==> src/logic/lbp_pkg.sv <==
`default_nettype none

package lbp_pkg;

  // frame geometry for this build
  localparam int IMG_COLS = 16;
  localparam int IMG_ROWS = 16;
  localparam int FRAME_PIX = IMG_COLS * IMG_ROWS;
  localparam int COL_W = $clog2(IMG_COLS);
  localparam int ROW_W = $clog2(IMG_ROWS);
  localparam int PIX_CNT_W = $clog2(FRAME_PIX);

  localparam int PIX_W = 8;
  localparam int CODE_W = 8;
  localparam int CNT_W = 16;

  // nine 8-bit pixels need 12 bits
  localparam int SUM_W = 12;

  // one bank of 2**CODE_W bins per descriptor
  localparam int BIN_W = CODE_W + 1;
  localparam int NUM_BINS = 1 << BIN_W;

  // last valid_i to frame_done_o
  localparam int DONE_DLY = 5;

  typedef struct packed {
    logic [PIX_W-1:0] nw;
    logic [PIX_W-1:0] n;
    logic [PIX_W-1:0] ne;
    logic [PIX_W-1:0] w;
    logic [PIX_W-1:0] c;
    logic [PIX_W-1:0] e;
    logic [PIX_W-1:0] sw;
    logic [PIX_W-1:0] s;
    logic [PIX_W-1:0] se;
  } window_t;

  typedef struct packed {
    logic              valid;
    logic [CODE_W-1:0] code;
  } code_req_t;

  typedef enum logic {
    DESC_NI  = 1'b0,
    DESC_LBP = 1'b1
  } desc_e;

  // neighbours indexed by code bit
  typedef logic [CODE_W-1:0][PIX_W-1:0] nbr_t;

  // bit order e, ne, n, nw, w, sw, s, se
  function automatic nbr_t window_nbrs(window_t win);
    nbr_t nbrs;
    nbrs[0] = win.e;
    nbrs[1] = win.ne;
    nbrs[2] = win.n;
    nbrs[3] = win.nw;
    nbrs[4] = win.w;
    nbrs[5] = win.sw;
    nbrs[6] = win.s;
    nbrs[7] = win.se;
    return nbrs;
  endfunction

endpackage

`default_nettype wire

==> src/logic/hist_arbiter.sv <==
`default_nettype none

module hist_arbiter (
  input  logic                       clk,
  input  logic                       arst_n_i,
  input  lbp_pkg::code_req_t         ni_req_i,
  input  lbp_pkg::code_req_t         lbp_req_i,
  output logic                       inc_o,
  output lbp_pkg::desc_e             inc_desc_o,
  output logic [lbp_pkg::CODE_W-1:0] inc_code_o,
  output logic                       frame_done_o,
  input  logic                       valid_i
);

  logic                          pend_ni_q;
  logic                          pend_lbp_q;
  logic [lbp_pkg::CODE_W-1:0]    code_ni_q;
  logic [lbp_pkg::CODE_W-1:0]    code_lbp_q;
  logic                          grant_ni;
  logic                          grant_lbp;
  logic [lbp_pkg::PIX_CNT_W-1:0] pix_cnt_q;
  logic                          last_pix;
  logic [lbp_pkg::DONE_DLY-1:0]  done_sr_q;

  // fixed priority, NI first
  assign grant_ni  = pend_ni_q;
  assign grant_lbp = pend_lbp_q && !pend_ni_q;

  assign inc_o      = grant_ni || grant_lbp;
  assign inc_desc_o = grant_ni ? lbp_pkg::DESC_NI : lbp_pkg::DESC_LBP;
  assign inc_code_o = grant_ni ? code_ni_q : code_lbp_q;

  always_ff @(posedge clk or negedge arst_n_i) begin
    if (!arst_n_i) begin
      pend_ni_q  <= 1'b0;
      pend_lbp_q <= 1'b0;
    end else begin
      pend_ni_q  <= (pend_ni_q && !grant_ni) || ni_req_i.valid;
      pend_lbp_q <= (pend_lbp_q && !grant_lbp) || lbp_req_i.valid;
    end
  end

  always_ff @(posedge clk) begin
    if (ni_req_i.valid) begin
      code_ni_q <= ni_req_i.code;
    end
    if (lbp_req_i.valid) begin
      code_lbp_q <= lbp_req_i.code;
    end
  end

  // frame end, delayed past the last two increments
  assign last_pix = valid_i && (pix_cnt_q == lbp_pkg::PIX_CNT_W'(lbp_pkg::FRAME_PIX - 1));

  always_ff @(posedge clk or negedge arst_n_i) begin
    if (!arst_n_i) begin
      pix_cnt_q <= '0;
      done_sr_q <= '0;
    end else begin
      if (valid_i) begin
        pix_cnt_q <= last_pix ? '0 : pix_cnt_q + 1'b1;
      end
      done_sr_q <= {done_sr_q[lbp_pkg::DONE_DLY-2:0], last_pix};
    end
  end

  assign frame_done_o = done_sr_q[lbp_pkg::DONE_DLY-1];

  // input spacing keeps at most one code per unit in flight
  a_ni_no_overflow: assert property (@(posedge clk) disable iff (!arst_n_i)
    ni_req_i.valid |-> !pend_ni_q)
    else $error("hist_arbiter: NI request while NI still pending");

  a_lbp_no_overflow: assert property (@(posedge clk) disable iff (!arst_n_i)
    lbp_req_i.valid |-> !pend_lbp_q || grant_lbp)
    else $error("hist_arbiter: LBP request while LBP still pending");

endmodule

`default_nettype wire

==> config.mk <==
export PLATFORM = sky130hd
export DESIGN_NAME = hist_arbiter
export DESIGN_NICKNAME = d
export VERILOG_FILES = /design/src/logic/lbp_pkg.sv /design/src/logic/hist_arbiter.sv
export SDC_FILE = /design/constraint.sdc
export NUM_CORES = 1
export LEC_CHECK = 0
export BUFFER_PORTS_ARGS = -buffer_cell sky130_fd_sc_hd__buf_2
export CORE_UTILIZATION = 45
export CTS_BUF_LIST = sky130_fd_sc_hd__clkbuf_8 sky130_fd_sc_hd__clkbuf_16
export DETAILED_ROUTE_END_ITERATION = 10
export PLACE_DENSITY_LB_ADDON = 0.15
export SLEW_MARGIN = 20
export SYNTH_ARGS = -nofsm -noshare
export SYNTH_HDL_FRONTEND = slang
export SYNTH_SLANG_ARGS = --single-unit
==> constraint.sdc <==
create_clock -name clk -period 1.1 [get_ports clk]
set_clock_uncertainty 0.05 [all_clocks]
set_input_delay 0.055 -clock clk [delete_from_list [all_inputs] [get_ports clk]]
set_output_delay 0.055 -clock clk [all_outputs]
set_load 0.1 [all_outputs]
==> Word level (Yosys, flattened, before mapping) <==
Cells that the tools add are included.
{ "totals": {"ff_bits": 31, "in_bits": 21, "out_inout_bits": 11, "wordCells": 18} }
{ "op_classes": {"n_addsub": 1, "n_eq_ne": 1, "muxes": 3, "reduce_logical": 7} }
{ "op_table": {"columns": ["operator", "n"], "rows": [
  ["2-to-1 mux 8 bit", 2],
  ["adder 8 x 1 -> 8 bit, second input constant", 1],
  ["equality test 8 bit, second input constant", 1],
  ["logical AND 1 bit", 3],
  ["zero test 1 bit", 2],
  ["logical OR 1 bit", 2],
  ["2-to-1 mux 1 bit", 1]
]} }

==> Depth between registers and ports, before layout <==
Gate-level depths: netlist of the first run.
{ "depth": {"ltp_word": 5, "ltp_mapped": 4, "depth_no_buf": 4} }

==> Worst setup path after synthesis of the first run <==
No wires, ideal clock.
{ "synth_path": {"path_type": "register to output", "start": "reg pend_ni_q, in the netlist grant_ni", "end": "out inc_desc_o", "arrival_time_ps": 1130, "setup_slack_ps": -135, "path_stages_with_launch": 3, "n_path_buf": 1, "cell_sequence": "dfrtp_1 buf_2 inv_1"} }
{ "synth_between": {"elab_chain_len": 1} }
{ "synth_lines": {"columns": ["element", "line_no", "text"], "rows": [
  ["from (decl)", "hist_arbiter.sv:15", "logic pend_ni_q;"],
  ["from (signal assigned)", "hist_arbiter.sv:38", "pend_ni_q <= (pend_ni_q && !grant_ni) || ni_req_i.valid;"],
  ["2-to-1 mux 1 bit", "hist_arbiter.sv:30", "assign inc_desc_o = grant_ni ? lbp_pkg::DESC_NI : lbp_pkg::DESC_LBP;"],
  ["to (decl)", "hist_arbiter.sv:9", "output lbp_pkg::desc_e inc_desc_o,"]
]} }
Every way passes these cells.

==> Final worst setup path of the first run <==
{ "layout_path": {"start": "reg pend_ni_q, in the netlist grant_ni", "end": "out inc_code_o[2] in the netlist's numbering"} }
{ "layout_between": {"elab_chain_len": 1} }
{ "layout_lines": {"columns": ["element", "line_no", "text"], "rows": [
  ["2-to-1 mux 8 bit", "hist_arbiter.sv:31", "assign inc_code_o = grant_ni ? code_ni_q : code_lbp_q;"],
  ["to (decl)", "hist_arbiter.sv:10", "output logic [lbp_pkg::CODE_W-1:0] inc_code_o,"]
]} }
Every way passes these cells.

==> results.toml, run 1 <==
[worst_setup_path]
crit_start = "grant_ni$_DFF_PN0_"
r2r.worst_path.cells = 4
setup.worst_path.end = "inc_code_o[2]"
crit_arrival_ns = 1.35
reg2reg_setup_slack_ns = -0.13
reg2reg_to = "pix_cnt_q[3]$_DFFE_PN0P_"
reg2reg_from = "pix_cnt_q[0]$_DFFE_PN0P_"
critical_path_class = "flop to output pin"
crit_path_end_kind = "output pin"
worstPathRequired_ns = 1.00
crit_fanout = 9
cp-start-kind = "flop"

[timing]
slew_headroom = 0.7763
tightest_slew_ns = 0.3355
whs_ns = 0.07870
post-route-period-util = 1.320
hold_viol = 0
rsz0062_at_grt = "true"
fin_ws_ns = -0.3522
fin_crit_ns = 1.452
clock.fmax_ghz = 0.6886
drv_slew = 0
finalSetupViolCount = 15

[routing]
routedWlPerCell_um = 14.14
ant_nets = 0
drtPass1Iterations = 4
vias = 827
postRouteWirelength_um = 2404
drc_errors = 0
initialDrtViolationCount = 10
vias_per_cell = 4.865

[clock_network]
cts_buffers = 5
cts.path.max_buffers = 2
tritoncts = "built"
clk_pin_slew_ns = 0.06
htreeDepth = 2
clock_latency_ns = 0.27
cts_root_buf = "clkbuf_8"
cts_num_sinks = 31

[power]
combPwrFrac = 0.356
p_sw_w = 0.001204
power_density_nw_per_um2 = 1904
ir_drop_uv = 1450
power_w = 0.003762
internal-power_w = 0.002558
seqPwrFrac = 0.438
pwr-share-clk = 0.205
swShare = 0.3201
leakagePower_nw = 0.8689

[logic_synthesis]
synth_area_per_cell_um2 = 16.04
synthMostInstantiatedCell = "edfxtp_1"
synth_seq_area_share = 0.7308
synth_common_cells = "16 x edfxtp_1, 15 x dfrtp_1, 7 x mux2_2"
synth_flop_cell = "edfxtp_1"
synth_top_area_cell = "edfxtp_1"
synth_top_area_frac = 0.4103
ys_types = 25
async_flop_share = 0.4839
synthTopCellsByArea = "edfxtp_1 41%, dfrtp_1 32%, mux2_2 6.7%, xnor2_1 3.0%, mux2_1 1.9%"
ys_ff_latch = 31
postSynthCellCount = 73
syn_area_um2 = 1171
syn_nets = 95
synth_edf_count = 16
ys_warn_count = 0

[global_route]
overflow = 0
antenna_found_initial = 0
grt_pass1_wl_um = 3594
grt_pass1_vias = 808
grt_max_degree = 16
grt_use_total = 0.1955

[final_layout]
drive_gt1_frac = 0.5143
final_util = 0.7975
diodes = 0
fin_nets = 161
syn2layout_area_growth_pct = 68.70
final_cell_area_um2 = 1976

[die]
dieHeight_um = 53.02
fp.coreArea_um2 = 2477
die_w_um = 53.02
start_util = 0.4727
std_cell_rows = 18
io_pins = 32
design.die.area_um2 = 2811

[placed_design]
globalplace.congestion = 0.7610
port_buffers = 31
place_area_um2 = 1632

[outcome]
violations = "setup timing"
outcome = "complete, but fails checks"

[worst_hold_path]
hold_depth = 3
hold_path.class = "input port to flop"

[flow_run]
cap_violations = 0
==> critical path, cell delays in order (launching register included) <==
cell and delay, ns:
dfrtp_2 0.43, buf_12 0.15, mux2_4 0.32, buf_12 0.17
==> placed cells by master (no fill, tap or decap), drive strengths merged <==
cell type	count
buf	43
dlygate4sd3	18
edfxtp	16
dfrtp	15
mux2	9
inv	5
clkbuf	5
xnor2	4
nand4	3
nor2	3
nand2	3
nand3	3
a21o	2
clkinvlp	1
or2	1
a21oi	1
or3	1
o21ai	1
o211ai	1
or3b	1
nand2b	1
a211o	1
nor4	1
ha	1
==> registers in the layout, summed over array words and instances (netlist names) <==
| name | count |
|---|---|
| grant_ni | 1 |
| code_ni_q | 8 |
| pend_lbp_q | 1 |
| code_lbp_q | 8 |
| done_sr_q | 5 |
| pix_cnt_q | 8 |
==> metrics by stage <==
stage	setup TNS [ns]	setup WS [ns]	instances
final	-3.597	-0.3522	170
after global routing	-4.292	-0.3813	170
after CTS	-3.491	-0.3469	169
after detailed placement	-0.8454	-0.1508	141
after global placement	-0.6097	-0.1005	141
after floorplan	-0.1247	-0.1149	73
==> per-layer routing <==
metal,part of all wire,global-route usage,vias to the layer above
met5,0,0,-
met4,0.015,0.09211,0
met3,0.027,0.06034,5
met2,0.56,0.3629,16
met1,0.39,0.1947,410
li1,-,-,396
==> kinds of logic after synthesis <==
logic type,after synthesis,synth area share
XOR/XNOR,4,0.02991
flip-flops,31,0.7308
adder cells (fa/ha/maj),1,0.01068
AND/OR/NAND/NOR,17,0.08655
multiplexers,9,0.08654
buffers and inverters,5,0.02030
AO/OA/AOI/OAI,6,0.03525
==> power groups by stage <==
stage	registers, W	logic (W)	clock network, W
floorplan	0.00160	0.000631	0
CTS	0.00162	0.00123	0.000801
global route	0.00167	0.00146	0.000840
detailed placement	0.00162	0.00111	0
finish	0.00165	0.00134	0.000772
global placement	0.00160	0.00108	0
==> how the worst min path moves through the flow <==
stage                     startpoint                  endpoint  slack (ns)
after floorplan             arst_n_i    done_sr_q[0]$_DFF_PN0_       -0.29
after detailed placement    arst_n_i  pix_cnt_q[1]$_DFFE_PN0P_       -0.08
after global routing         valid_i  pix_cnt_q[2]$_DFFE_PN0P_        0.08
after global placement      arst_n_i    done_sr_q[1]$_DFF_PN0_       -0.08
after CTS                    valid_i  pix_cnt_q[4]$_DFFE_PN0P_        0.09
final                        valid_i  pix_cnt_q[2]$_DFFE_PN0P_        0.08
==> final cells by class <==
type / count / area (µm²)
tap: 30 / 37.54
timing repair buffer: 61 / 610.6
fill: 147 / 501.7
clock inverter: 3 / 11.26
clock buffer: 5 / 68.82
inverter: 3 / 15.01
sequential: 31 / 860.8
multi-input combinational: 37 / 371.6
==> timing repair <==
action,CTS,global route
endpoints found under the setup margin,16,19
pin swaps,6,1
hold endpoints to repair,32,0
buffers inserted,2,1
resized for setup,6,10
hold buffers,18,0
No activity file was read; power rests on OpenSTA's default activity.
==> run 2: changes to the inputs <==
--- a/config.mk
+++ b/config.mk
@@ -6,7 +6,7 @@
 export NUM_CORES = 1
 export LEC_CHECK = 0
 export BUFFER_PORTS_ARGS = -buffer_cell sky130_fd_sc_hd__buf_2
-export CORE_UTILIZATION = 45
+export CORE_UTILIZATION = 50
 export CTS_BUF_LIST = sky130_fd_sc_hd__clkbuf_8 sky130_fd_sc_hd__clkbuf_16
 export DETAILED_ROUTE_END_ITERATION = 10
 export PLACE_DENSITY_LB_ADDON = 0.15
==> constraint.sdc (replaced) <==
create_clock -name clk -period 1.5 [get_ports clk]
set_clock_uncertainty 0.05 [all_clocks]
set_input_delay 0.075 -clock clk [delete_from_list [all_inputs] [get_ports clk]]
set_output_delay 0.075 -clock clk [all_outputs]
set_load 0.1 [all_outputs]
==> run 2 against run 1 <==
  * Setup slack gained 0.36 ns
  * Critical path type unchanged
  * Global-route usage increased by 0.92 points
  * Die area fell by 9.6%
  * The run now ends clean
  * Sequential power fell by 28%
==> results.toml, run 2 (synthesis gave the netlist of run 1 again) <==
[placed_design]
hpwl_um = 1310
dp_cells = 130
port_buffers = 31
globalplace.congestion = 0.6976

[timing]
clock.fmax_ghz = 0.6689
fin_crit_ns = 1.495
hold_viol = 0
post-route-period-util = 0.9967
tightest_slew_ns = 0.4983
finalSetupViolCount = 0
finalSetupTns_ns = 0
drv_slew = 0
rsz0062_at_grt = "true"
slew_headroom = 0.6701

[final_layout]
diodes = 0
fin_nets = 149
layout_commonest_cell = "buf_2"
final_cell_mix = "22 x buf_2, 18 x dlygate4sd3_1, 16 x edfxtp_1"
drive_gt1_frac = 0.3906
n_fill_cell = 145
top_regs = "code_lbp_q x8, code_ni_q x8, pix_cnt_q x8"
fin_cells = 156
final_util = 0.7591
syn2layout_area_growth_pct = 43.38

[worst_setup_path]
cp-start-kind = "flop"
crit_arrival_ns = 1.37
critical_path_class = "flop to output pin"
path_cells = "mux2_2, buf_6"
slowest_delay_ns = 0.51
crit_path_end_kind = "output pin"
slowest_stage = "dfrtp_2"
worstPathRequired_ns = 1.37
crit_fanout = 11

[die]
die_w_um = 50.40
fp.coreArea_um2 = 2212
io_pins = 32
start_util = 0.5294
dieHeight_um = 50.40
std_cell_rows = 17
design.die.area_um2 = 2540

[global_route]
grt_pass1_vias = 782
antenna_found_initial = 0
grt_use_total = 0.2047
grt_pass1_wl_um = 3539
overflow = 0
grt_max_degree = 16

[clock_network]
cts_num_sinks = 31
tritoncts = "built"
clk_pin_slew_ns = 0.07
clock_latency_ns = 0.28
cts_buffers = 5
cts_setup_buffers = 0
cts_root_buf = "clkbuf_8"
htreeDepth = 2
cts.path.max_buffers = 2

[power]
leakagePower_nw = 0.7227
ir_drop_uv = 1035
power_w = 0.002437
p_sw_w = 0.0008241
combPwrFrac = 0.254
power_density_nw_per_um2 = 1451
pwr-share-clk = 0.256
internal-power_w = 0.001613
seqPwrFrac = 0.490
swShare = 0.3382

[routing]
drc_errors = 0
ant_nets = 0
vias = 773
initialDrtViolationCount = 15
routedWlPerCell_um = 15.13
vias_per_cell = 4.955
postRouteWirelength_um = 2361
drtPass1Iterations = 4

[flow_run]
cap_violations = 0

[worst_hold_path]
hold_path.class = "input port to flop"

[outcome]
outcome = "finished, final reports clean"
==> run 2: critical path, delay by kind of cell, from the launching register on <==
family	cells	cell delay, ns
buffers and inverters	1	0.19
multiplexers	1	0.39
flip-flops	1	0.51
==> run 2: metrics by stage <==
step,hold WS [ns],setup WS [ns],cell area (µm²)
2_1_floorplan,-0.2706,0.2450,1171
3_5_place_dp,-0.05716,0.1205,1364
6_report,0.09410,0.004991,1679
4_1_cts,0.08326,0.002347,1668
3_3_place_gp,-0.06432,0.1256,1364
5_1_grt,0.1017,-0.03535,1679
==> run 2: layout make-up <==
type	instances	area [µm²]	area share
Tap cell	28	35.03	0.02086
Clock buffer	5	68.82	0.04098
Inverter	3	11.26	0.006706
Sequential cell	31	857.1	0.5104
Clock inverter	3	15.01	0.008942
Timing Repair Buffer	49	400.4	0.2385
Multi-Input combinational cell	37	291.5	0.1736
==> run 2: what timing repair did <==
action                                 in CTS  in global routing
resized for setup                          14                  3
endpoints found under the hold margin      32                  0
gates cloned                                0                  0
setup endpoints to repair                   8                  8
hold buffers                               18                  0
==> run 2: power by group through the flow <==
stage	registers (W)	logic, W	clock network, W
floorplan	0.00117	0.000441	0
global placement	0.00119	0.000527	0
detailed placement	0.00120	0.000552	0
CTS	0.00119	0.000619	0.000629
global route	0.00122	0.000672	0.000681
finish	0.00119	0.000620	0.000623
==> run 2: final timing paths <==
kind,from,cells past startpoint,slack (ns),end
worst max-delay path,grant_ni$_DFF_PN0_,2,0.005,inc_code_o[6]
worst min-delay path,valid_i,3,0.09,pix_cnt_q[2]$_DFFE_PN0P_
worst max register to register,pix_cnt_q[0]$_DFFE_PN0P_,4,0.18,pix_cnt_q[7]$_DFFE_PN0P_
worst min register to register,done_sr_q[1]$_DFF_PN0_,0,0.31,done_sr_q[2]$_DFF_PN0_
max in group asynchronous,arst_n_i,2,0.96,grant_ni$_DFF_PN0_
min in group asynchronous,arst_n_i,2,0.17,pix_cnt_q[3]$_DFFE_PN0P_
==> run 2: routing by layer <==
metal | wire (µm) | track usage
met5 | 0 | 0
met4 | 16 | 0.08333
met3 | 101 | 0.09394
met2 | 1295 | 0.3467
met1 | 947 | 0.2200
